## src/common/bank_pkg.sv

```systemverilog
// ----------------------------------------------------------
// Storage geometry of the message bank: sizes, index types,
// the next-pointer write and the per-ID buffer commands
// ----------------------------------------------------------
`default_nettype none

package bank_pkg;

  localparam int NumIds    = 4;
  localparam int IdWidth   = $clog2(NumIds);
  localparam int Depth     = 16;
  localparam int AddrWidth = $clog2(Depth);
  // One extra bit so a list can hold every entry
  localparam int LenWidth  = $clog2(Depth + 1);

  typedef logic [IdWidth-1:0]   id_t;
  typedef logic [AddrWidth-1:0] addr_t;
  typedef logic [LenWidth-1:0]  len_t;

  // Next-pointer write into the link array
  typedef struct packed {
    logic  en;
    addr_t addr;
    addr_t data;
  } link_wr_t;

  typedef enum logic [1:0] {
    BUF_HOLD     = 2'd0,
    BUF_LOAD_IN  = 2'd1,
    BUF_LOAD_RAM = 2'd2,
    BUF_CLEAR    = 2'd3
  } buf_op_e;

  typedef buf_op_e [NumIds-1:0] buf_cmd_t;

endpackage

`default_nettype wire
```

## src/common/msg_pkg.sv

```systemverilog
// ----------------------------------------------------------
// Message format: payload type, tagged input message and
// the payload write into the entry RAM
// ----------------------------------------------------------
`default_nettype none

package msg_pkg;

  localparam int PayloadWidth = 16;

  typedef logic [PayloadWidth-1:0] payload_t;

  typedef struct packed {
    bank_pkg::id_t id;
    payload_t      payload;
  } msg_in_t;

  // Payload write at a newly allocated entry
  typedef struct packed {
    logic            en;
    bank_pkg::addr_t addr;
    payload_t        data;
  } msg_wr_t;

endpackage

`default_nettype wire

```

## src/logic/msg_bank_top.sv

```systemverilog
// ----------------------------------------------------------
// Message bank top: allocator, entry RAM, list control
// and output buffers
// ----------------------------------------------------------
`timescale 1ns/1ps
`default_nettype none

module msg_bank_top (
  input  logic                                     clk_i,
  input  logic                                     rst_ni,
  input  logic                                     in_valid_i,
  input  msg_pkg::msg_in_t                         in_msg_i,
  output logic                                     in_ready_o,
  input  logic                                     release_valid_i,
  input  bank_pkg::id_t                            release_id_i,
  output logic [bank_pkg::NumIds-1:0]              buf_valid_o,
  output msg_pkg::payload_t [bank_pkg::NumIds-1:0] buf_data_o
);

  bank_pkg::addr_t    free_addr;
  logic               full;
  logic               alloc;
  logic               release_en;
  bank_pkg::addr_t    release_addr;
  msg_pkg::msg_wr_t   msg_wr;
  bank_pkg::link_wr_t link_wr;
  logic               rd_en;
  bank_pkg::addr_t    rd_addr;
  msg_pkg::payload_t  rd_payload;
  bank_pkg::addr_t    rd_next;
  bank_pkg::buf_cmd_t buf_cmd;

  slot_alloc u_slot_alloc (
    .clk_i          (clk_i),
    .rst_ni         (rst_ni),
    .alloc_i        (alloc),
    .release_en_i   (release_en),
    .release_addr_i (release_addr),
    .free_addr_o    (free_addr),
    .full_o         (full)
  );

  entry_ram u_entry_ram (
    .clk_i        (clk_i),
    .msg_wr_i     (msg_wr),
    .link_wr_i    (link_wr),
    .rd_en_i      (rd_en),
    .rd_addr_i    (rd_addr),
    .rd_payload_o (rd_payload),
    .rd_next_o    (rd_next)
  );

  list_ctrl u_list_ctrl (
    .clk_i           (clk_i),
    .rst_ni          (rst_ni),
    .in_valid_i      (in_valid_i),
    .in_msg_i        (in_msg_i),
    .in_ready_o      (in_ready_o),
    .release_valid_i (release_valid_i),
    .release_id_i    (release_id_i),
    .buf_valid_i     (buf_valid_o),
    .free_addr_i     (free_addr),
    .full_i          (full),
    .alloc_o         (alloc),
    .release_en_o    (release_en),
    .release_addr_o  (release_addr),
    .msg_wr_o        (msg_wr),
    .link_wr_o       (link_wr),
    .rd_en_o         (rd_en),
    .rd_addr_o       (rd_addr),
    .rd_next_i       (rd_next),
    .buf_cmd_o       (buf_cmd)
  );

  // Input payload reaches the buffers through the RAM write data
  out_buf u_out_buf (
    .clk_i        (clk_i),
    .rst_ni       (rst_ni),
    .buf_cmd_i    (buf_cmd),
    .in_payload_i (msg_wr.data),
    .rd_payload_i (rd_payload),
    .buf_valid_o  (buf_valid_o),
    .buf_data_o   (buf_data_o)
  );

endmodule

`default_nettype wire

```

## src/list/out_buf.sv

```systemverilog
// ----------------------------------------------------------
// Per-ID output buffers with valid bits and the refill
// path from the entry RAM read data
// ----------------------------------------------------------
`timescale 1ns/1ps
`default_nettype none

module out_buf (
  input  logic                                     clk_i,
  input  logic                                     rst_ni,
  input  bank_pkg::buf_cmd_t                       buf_cmd_i,
  input  msg_pkg::payload_t                        in_payload_i,
  input  msg_pkg::payload_t                        rd_payload_i,
  output logic [bank_pkg::NumIds-1:0]              buf_valid_o,
  output msg_pkg::payload_t [bank_pkg::NumIds-1:0] buf_data_o
);

  msg_pkg::payload_t [bank_pkg::NumIds-1:0] data_q;
  msg_pkg::payload_t [bank_pkg::NumIds-1:0] data_d;
  logic [bank_pkg::NumIds-1:0]              valid_q;
  logic [bank_pkg::NumIds-1:0]              valid_d;
  logic [bank_pkg::NumIds-1:0]              refill_q;
  logic [bank_pkg::NumIds-1:0]              refill_d;

  // RAM data is shown for one cycle, then kept in the register
  always_comb begin
    for (int i = 0; i < bank_pkg::NumIds; i++) begin
      buf_data_o[i] = refill_q[i] ? rd_payload_i : data_q[i];
    end
  end

  assign buf_valid_o = valid_q;

  always_comb begin
    for (int i = 0; i < bank_pkg::NumIds; i++) begin
      data_d[i]   = buf_data_o[i];
      valid_d[i]  = valid_q[i];
      refill_d[i] = 1'b0;
      case (buf_cmd_i[i])
        bank_pkg::BUF_LOAD_IN: begin
          data_d[i]  = in_payload_i;
          valid_d[i] = 1'b1;
        end
        bank_pkg::BUF_LOAD_RAM: begin
          refill_d[i] = 1'b1;
          valid_d[i]  = 1'b1;
        end
        bank_pkg::BUF_CLEAR: begin
          valid_d[i] = 1'b0;
        end
        default: begin
        end
      endcase
    end
  end

  always_ff @(posedge clk_i) begin
    data_q <= data_d;
  end

  always_ff @(posedge clk_i or negedge rst_ni) begin
    if (!rst_ni) begin
      valid_q  <= '0;
      refill_q <= '0;
    end else begin
      valid_q  <= valid_d;
      refill_q <= refill_d;
    end
  end

endmodule

`default_nettype wire

```

## src/list/list_ctrl.sv

```systemverilog
// ----------------------------------------------------------
// Per-ID linked list control: head, tail and length
// registers, input acceptance and release handling
// ----------------------------------------------------------
`timescale 1ns/1ps
`default_nettype none

module list_ctrl (
  input  logic                        clk_i,
  input  logic                        rst_ni,
  input  logic                        in_valid_i,
  input  msg_pkg::msg_in_t            in_msg_i,
  output logic                        in_ready_o,
  input  logic                        release_valid_i,
  input  bank_pkg::id_t               release_id_i,
  input  logic [bank_pkg::NumIds-1:0] buf_valid_i,
  input  bank_pkg::addr_t             free_addr_i,
  input  logic                        full_i,
  output logic                        alloc_o,
  output logic                        release_en_o,
  output bank_pkg::addr_t             release_addr_o,
  output msg_pkg::msg_wr_t            msg_wr_o,
  output bank_pkg::link_wr_t          link_wr_o,
  output logic                        rd_en_o,
  output bank_pkg::addr_t             rd_addr_o,
  input  bank_pkg::addr_t             rd_next_i,
  output bank_pkg::buf_cmd_t          buf_cmd_o
);

  bank_pkg::addr_t head_q   [bank_pkg::NumIds];
  bank_pkg::addr_t head_d   [bank_pkg::NumIds];
  bank_pkg::addr_t head_now [bank_pkg::NumIds];
  bank_pkg::addr_t tail_q   [bank_pkg::NumIds];
  bank_pkg::addr_t tail_d   [bank_pkg::NumIds];
  bank_pkg::len_t  len_q    [bank_pkg::NumIds];
  bank_pkg::len_t  len_d    [bank_pkg::NumIds];

  logic [bank_pkg::NumIds-1:0] from_ram_q;
  logic [bank_pkg::NumIds-1:0] from_ram_d;
  logic [bank_pkg::NumIds-1:0] in_hit;
  logic [bank_pkg::NumIds-1:0] rel_hit;
  logic [bank_pkg::NumIds-1:0] pop;
  logic [bank_pkg::NumIds-1:0] append;
  logic [bank_pkg::NumIds-1:0] restart;
  logic                        accept;

  // Inputs wait while every entry is taken, even for an empty buffer
  assign in_ready_o = !full_i;
  assign accept     = in_valid_i && in_ready_o;

  always_comb begin
    for (int i = 0; i < bank_pkg::NumIds; i++) begin
      // Head arrives from the RAM one cycle after a pop
      head_now[i] = from_ram_q[i] ? rd_next_i : head_q[i];
      in_hit[i]   = accept && (in_msg_i.id == bank_pkg::id_t'(i));
      rel_hit[i]  = release_valid_i && (release_id_i == bank_pkg::id_t'(i)) && buf_valid_i[i];
      pop[i]      = rel_hit[i] && (len_q[i] != '0);
      append[i]   = in_hit[i] && buf_valid_i[i] && !(rel_hit[i] && (len_q[i] == '0));
      // New list when empty, or when its only entry leaves now
      restart[i]  = append[i] &&
                    ((len_q[i] == '0) || ((len_q[i] == bank_pkg::len_t'(1)) && pop[i]));
    end
  end

  always_comb begin
    for (int i = 0; i < bank_pkg::NumIds; i++) begin
      if (in_hit[i] && (!buf_valid_i[i] || (rel_hit[i] && (len_q[i] == '0)))) begin
        buf_cmd_o[i] = bank_pkg::BUF_LOAD_IN;
      end else if (pop[i]) begin
        buf_cmd_o[i] = bank_pkg::BUF_LOAD_RAM;
      end else if (rel_hit[i]) begin
        buf_cmd_o[i] = bank_pkg::BUF_CLEAR;
      end else begin
        buf_cmd_o[i] = bank_pkg::BUF_HOLD;
      end
    end
  end

  // One input per cycle, so at most one ID appends
  always_comb begin
    alloc_o       = 1'b0;
    link_wr_o     = '0;
    msg_wr_o.en   = 1'b0;
    msg_wr_o.addr = free_addr_i;
    msg_wr_o.data = in_msg_i.payload;
    for (int i = 0; i < bank_pkg::NumIds; i++) begin
      head_d[i]     = head_now[i];
      tail_d[i]     = tail_q[i];
      len_d[i]      = len_q[i];
      from_ram_d[i] = pop[i] && (len_q[i] > bank_pkg::len_t'(1));
      if (pop[i]) begin
        len_d[i] = len_d[i] - bank_pkg::len_t'(1);
      end
      if (append[i]) begin
        alloc_o     = 1'b1;
        msg_wr_o.en = 1'b1;
        len_d[i]    = len_d[i] + bank_pkg::len_t'(1);
        tail_d[i]   = free_addr_i;
        if (restart[i]) begin
          head_d[i] = free_addr_i;
        end else begin
          link_wr_o.en   = 1'b1;
          link_wr_o.addr = tail_q[i];
          link_wr_o.data = free_addr_i;
        end
      end
    end
  end

  // Popped head is read and freed in the same cycle
  assign rd_en_o        = |pop;
  assign rd_addr_o      = head_now[release_id_i];
  assign release_en_o   = rd_en_o;
  assign release_addr_o = rd_addr_o;

  always_ff @(posedge clk_i or negedge rst_ni) begin
    if (!rst_ni) begin
      from_ram_q <= '0;
      for (int i = 0; i < bank_pkg::NumIds; i++) begin
        head_q[i] <= '0;
        tail_q[i] <= '0;
        len_q[i]  <= '0;
      end
    end else begin
      from_ram_q <= from_ram_d;
      for (int i = 0; i < bank_pkg::NumIds; i++) begin
        head_q[i] <= head_d[i];
        tail_q[i] <= tail_d[i];
        len_q[i]  <= len_d[i];
      end
    end
  end

endmodule

`default_nettype wire

```

## src/logic/entry_ram.sv

```systemverilog
// ----------------------------------------------------------
// Entry RAM: payload and next-pointer arrays, one write port
// each, one shared registered read port
// ----------------------------------------------------------
`timescale 1ns/1ps
`default_nettype none

module entry_ram (
  input  logic               clk_i,
  input  msg_pkg::msg_wr_t   msg_wr_i,
  input  bank_pkg::link_wr_t link_wr_i,
  input  logic               rd_en_i,
  input  bank_pkg::addr_t    rd_addr_i,
  output msg_pkg::payload_t  rd_payload_o,
  output bank_pkg::addr_t    rd_next_o
);

  msg_pkg::payload_t payload_mem [bank_pkg::Depth];
  bank_pkg::addr_t   next_mem    [bank_pkg::Depth];

  // Payload of a newly allocated entry
  always_ff @(posedge clk_i) begin
    if (msg_wr_i.en) begin
      payload_mem[msg_wr_i.addr] <= msg_wr_i.data;
    end
  end

  // Link from the old tail to the new entry
  always_ff @(posedge clk_i) begin
    if (link_wr_i.en) begin
      next_mem[link_wr_i.addr] <= link_wr_i.data;
    end
  end

  // Read data holds until the next read
  always_ff @(posedge clk_i) begin
    if (rd_en_i) begin
      rd_payload_o <= payload_mem[rd_addr_i];
      rd_next_o    <= next_mem[rd_addr_i];
    end
  end

endmodule

`default_nettype wire

```

## src/logic/slot_alloc.sv

```systemverilog
// ----------------------------------------------------------
// Entry allocator: used-entry bitmap, lowest free entry
// finder and full flag
// ----------------------------------------------------------
`timescale 1ns/1ps
`default_nettype none

module slot_alloc (
  input  logic            clk_i,
  input  logic            rst_ni,
  input  logic            alloc_i,
  input  logic            release_en_i,
  input  bank_pkg::addr_t release_addr_i,
  output bank_pkg::addr_t free_addr_o,
  output logic            full_o
);

  logic [bank_pkg::Depth-1:0] used_q;
  logic [bank_pkg::Depth-1:0] used_d;

  // Priority encoder, lowest index wins
  always_comb begin
    free_addr_o = '0;
    for (int i = bank_pkg::Depth - 1; i >= 0; i--) begin
      if (!used_q[i]) begin
        free_addr_o = bank_pkg::addr_t'(i);
      end
    end
  end

  assign full_o = &used_q;

  // Released entry is always a used one, so it never collides with the free one
  always_comb begin
    used_d = used_q;
    if (release_en_i) begin
      used_d[release_addr_i] = 1'b0;
    end
    if (alloc_i) begin
      used_d[free_addr_o] = 1'b1;
    end
  end

  always_ff @(posedge clk_i or negedge rst_ni) begin
    if (!rst_ni) begin
      used_q <= '0;
    end else begin
      used_q <= used_d;
    end
  end

endmodule

`default_nettype wire

```

## config.mk

```make
export PLATFORM = sky130hd
export DESIGN_NAME = msg_bank_top
export DESIGN_NICKNAME = d
export VERILOG_FILES = /design/src/common/bank_pkg.sv /design/src/common/msg_pkg.sv /design/src/logic/msg_bank_top.sv /design/src/list/out_buf.sv /design/src/list/list_ctrl.sv /design/src/logic/entry_ram.sv /design/src/logic/slot_alloc.sv
export SDC_FILE = /design/constraint.sdc
export NUM_CORES = 1
export LEC_CHECK = 0
export ABC_AREA = 0
export BUFFER_PORTS_ARGS = -buffer_cell sky130_fd_sc_hd__buf_2
export CAP_MARGIN = 20
export CORE_ASPECT_RATIO = 0.5
export CORE_MARGIN = 1.5
export CORE_UTILIZATION = 50
export CTS_BUF_LIST = sky130_fd_sc_hd__clkbuf_8 sky130_fd_sc_hd__clkbuf_16
export CTS_CLUSTER_DIAMETER = 120
export CTS_CLUSTER_SIZE = 10
export DETAILED_ROUTE_END_ITERATION = 6
export GPL_TIMING_DRIVEN = 0
export PLACE_DENSITY = 0.67
export SETUP_SLACK_MARGIN = 0.1
export SLEW_MARGIN = 20
export SYNTH_ARGS = -nofsm -noshare
export SYNTH_HDL_FRONTEND = slang
export SYNTH_SLANG_ARGS = --single-unit
```

## constraint.sdc

```tcl
create_clock -name clk_i -period 3.75 [get_ports clk_i]
set_clock_uncertainty 0.15 [all_clocks]
set_input_delay 0.1875 -clock clk_i [delete_from_list [all_inputs] [get_ports clk_i]]
set_output_delay 0.1875 -clock clk_i [all_outputs]
set_load 0.005 [all_outputs]
```

==> out/metrics.csv <==
stage;metric;value;unit
clock_network;Clock transition at path regs;0.06;ns
critical_path;Critical Path Source;u_list_ctrl.len_q[15];
synth;biggest area consumer among synthesized cells;edfxtp_1;
place;DP Wirelength;35.44;mm
pwr;maximum VDD drop;0.0005176;V
critical_path;CP required;3.81;ns
pwr;leakage dissipation;9.106;nW
place;routability congestion estimate;0.8630;
global_routing;first-pass GRT wire length;78.07;mm
critical_path;Worst setup SP type;flip-flop;
synth;YS warnings;0;
sta;Hold Slack;0.02544;ns
place;pre-CTS setup slack;-0.1125;ns
sta;RSZ-0062 raised after global routing;yes;
floorplanning;I/O pins;93;
floorplanning;Die Area;43140;µm²
critical_path;r2r startpoint;u_list_ctrl.len_q[15];
synth;Post-Syn Area;20920;µm²
sta;setup ws final;0.05110;ns
sta;Slew HR;16.74;%
clock_network;Clock Tree Root;clkbuf_16;
clock_network;clk buf depth;3;
floorplanning;initial core utilization;51.19;%
global_routing;initial antenna violation count;0;
critical_path;worst-path fanout max;7;
status;status;finished, final reports clean;
critical_path;Reg2Reg Setup Slack;0.05;ns
global_routing;GRT Overall Usage;23.75;%
synth;#FFs+latches synth;484;
critical_path;Arr. time, crit path;3.76;ns
critical_path;CP endpoint kind;flip-flop;
global_routing;total gr overflow;0;
hold_path;Hold WC Path Type;input port to flip-flop;
critical_path;Worst R2R End;u_entry_ram.next_mem[4][2];
cells_and_area;layout cell share with drive strength beyond 1;26.78;%
synth;Seq/Total Area, Yosys;64.51;%
global_routing;vias in the first global route;13510;
pwr;Cell Pwr Density;814.2;nW/µm²
synth;most instantiated library cell after synthesis;edfxtp_1;
synth;Post-synth top cells;edfxtp_1, mux2i_1, mux2_2;
synth;Synth area leaders;edfxtp_1, dfrtp_1, mux2_2;
detailed_routing;DRT Pass-1 Iters;5;
synth;Net Count, Synth;1491;
sta;Hold Vio Cnt, Final;0;
clock_network;CTS H-tree depth;2;
job;MaxCap Viol Count;0;
cells_and_area;synth-to-layout area growth;16.82;%
sta;Final min period;3.699;ns
synth;cells after synthesis;1455;
synth;Yosys top cell area share;48.82;%
sta;worst-margin pin slew;1.249;ns
global_routing;pin count of the biggest net entering global routing;57;
clock_network;Worst-Skew Late Latency;0.61;ns
cells_and_area;ANT cells;0;
synth;synth unique cells;73;
sta;Final Setup Violations;0;
cells_and_area;Final #Nets;1708;
floorplanning;DIE WIDTH;292.2;µm
floorplanning;row cnt;52;
synth;async set-reset flop share out of synthesis;16.53;%
detailed_routing;Via density;5.848;
clock_network;TritonCTS Sinks;484;
critical_path;reg2reg path depth;8;
critical_path;Critical Path Sink;u_entry_ram.next_mem[4][2];
sta;fin. max-slew vios;0;
sta;Peak Freq;0.2704;GHz
place;Port Buffers;92;
cells_and_area;final instance area;24430;µm²
detailed_routing;# DRC;0;
sta;TNS Setup;0;ns
critical_path;Crit Path Category;flip-flop to flip-flop;
synth;Avg Cell Area, Syn;14.37;µm²
detailed_routing;vias;13120;
clock_network;TritonCTS clock tree;done;
detailed_routing;antenna viol nets, final;0;
synth;Synth Flop Type;edfxtp_1;
detailed_routing;routed len/inst;22.80;µm
synth;Post-synth EDFFs;340;
place;Post-Place Cell Area;22320;µm²
floorplanning;core footprint;40860;µm²
clock_network;CTS Buf Count;54;
floorplanning;Die H;147.6;µm
detailed_routing;Iter 0 DRT Violations;1084;
sta;period utilization;98.64;%
detailed_routing;Total Wirelength;51.14;mm
cells_and_area;fill cell count;3111;
-- logic make-up (layout without fill, tap and decap cells) --
logic type	after synthesis	after routing	share of synthesized area [%]
AO/OA/AOI/OAI	199	199	6.604
adder cells (fa/ha/maj)	12	12	0.7179
multiplexers	347	347	17.85
buffers and inverters	110	358	2.285
AND/OR/NAND/NOR	279	279	7.023
flip-flops	484	484	64.51
XOR/XNOR	24	24	1.005
-- what timing repair did --
action / CTS / global route
endpoints found under the setup margin: 49 / 179
setup buffers: 0 / 24
endpoints found under the hold margin: 375 / 0
hold buffers: 24 / 0
gates resized for setup: 10 / 23
pin swaps: 0 / 3
-- sequential cells by signal, indices dropped and copies added, names as in the netlist --
register / count
u_entry_ram.rd_next_o: 4
u_out_buf.buf_valid_o: 4
u_entry_ram.payload_mem: 256
u_list_ctrl.tail_q: 16
u_list_ctrl.len_q: 20
u_entry_ram.rd_payload_o: 16
u_slot_alloc.used_q: 16
u_list_ctrl.from_ram_q: 4
u_out_buf.refill_q: 4
u_list_ctrl.head_q: 16
u_out_buf.data_q: 64
u_entry_ram.next_mem: 64
-- through the flow --
step	std cells	utilization, %	power (mW)
after floorplan	1455	-	12.25
after global placement	2087	53.97	14.57
after detailed placement	2108	54.62	14.94
after CTS	2219	59.14	19.69
after global routing	2243	59.80	20.85
final	2243	59.80	19.89
-- how the worst min path moves through the flow --
stage,startpoint,cells after the start,slack (ns),endpoint
final,in_valid_i,4,0.03,u_out_buf.buf_valid_o[1]
after global routing,in_valid_i,4,0.04,u_out_buf.buf_valid_o[1]
after CTS,in_valid_i,4,0.002,u_out_buf.buf_valid_o[1]
after detailed placement,rst_ni,1,-0.02,u_list_ctrl.len_q[17]
after global placement,u_list_ctrl.tail_q[7],2,0.31,u_list_ctrl.tail_q[7]
after floorplan,rst_ni,0,-0.26,u_list_ctrl.from_ram_q[0]
-- metal layers --
layer,track usage [%],vias up,wire length (µm)
met1,33.11,6639,22780
met5,0,-,0
met4,6.719,0,1037
met2,38.05,398,23840
met3,4.871,87,3488
li1,-,5994,-
-- worst max-delay path, stage by stage (launching register included) --
cell and delay [ns]:
dfrtp_1 0.40, inv_1 0.10, ha_1 0.22, or4b_4 0.53
o41ai_4 0.39, nor4_1 0.18, a2111oi_4 0.54, nand3b_1 0.29
nor3b_2 0.53
-- area by class of cell --
class / instances / area, µm² / share of cell area [%]
buffer: 84 / 389.1 / 1.593
inverter: 26 / 97.59 / 0.3994
clock inverter: 33 / 193.9 / 0.7937
timing repair buffer: 161 / 1086 / 4.445
sequential: 484 / 13490 / 55.22
clock buffer: 54 / 1351 / 5.531
multi-input combinational: 861 / 7147 / 29.25
tap: 540 / 675.6 / 2.765
-- power by group --
| part | switching (mW) | internal (mW) |
|---|---|---|
| clock network | 2.08 | 2.59 |
| logic | 4.65 | 3.02 |
| registers | 0.535 | 7.02 |
-- cell usage in the layout, fill, tap and decap left out, types with 5 or more instances in the layout --
cell type      synthesis  final
buf_1                  5      5
mux2i_1              175    175
nand4_1                8      8
o21ai_0               75     75
nand2b_1               8      8
inv_1                 26     54
nand2_1              130    130
o21ai_1               21     21
dfxtp_1               64     64
a32oi_1               20     20
or3_1                  7      7
xor2_1                 5      5
nor2_1                21     15
mux2_2               166    166
nor4_1                11     10
o31ai_1               13     13
nor3_1                26     13
o221ai_1              20     19
nand4b_1               6      6
xnor2_1               19     19
and2_1                 6      6
dlygate4sd3_1          0     23
clkbuf_16              0     54
clkbuf_1              45     42
nand3_1               12     10
nor3_4                 0      9
ha_1                  12     12
buf_4                  4     46
edfxtp_1             340    340
dfrtp_1               80     80
nor3b_2                2      8
buf_2                 28    117
o211ai_1               7      7
a21oi_1                9      9
nor2_2                 0      5
No activity file was read; power rests on OpenSTA's default activity.
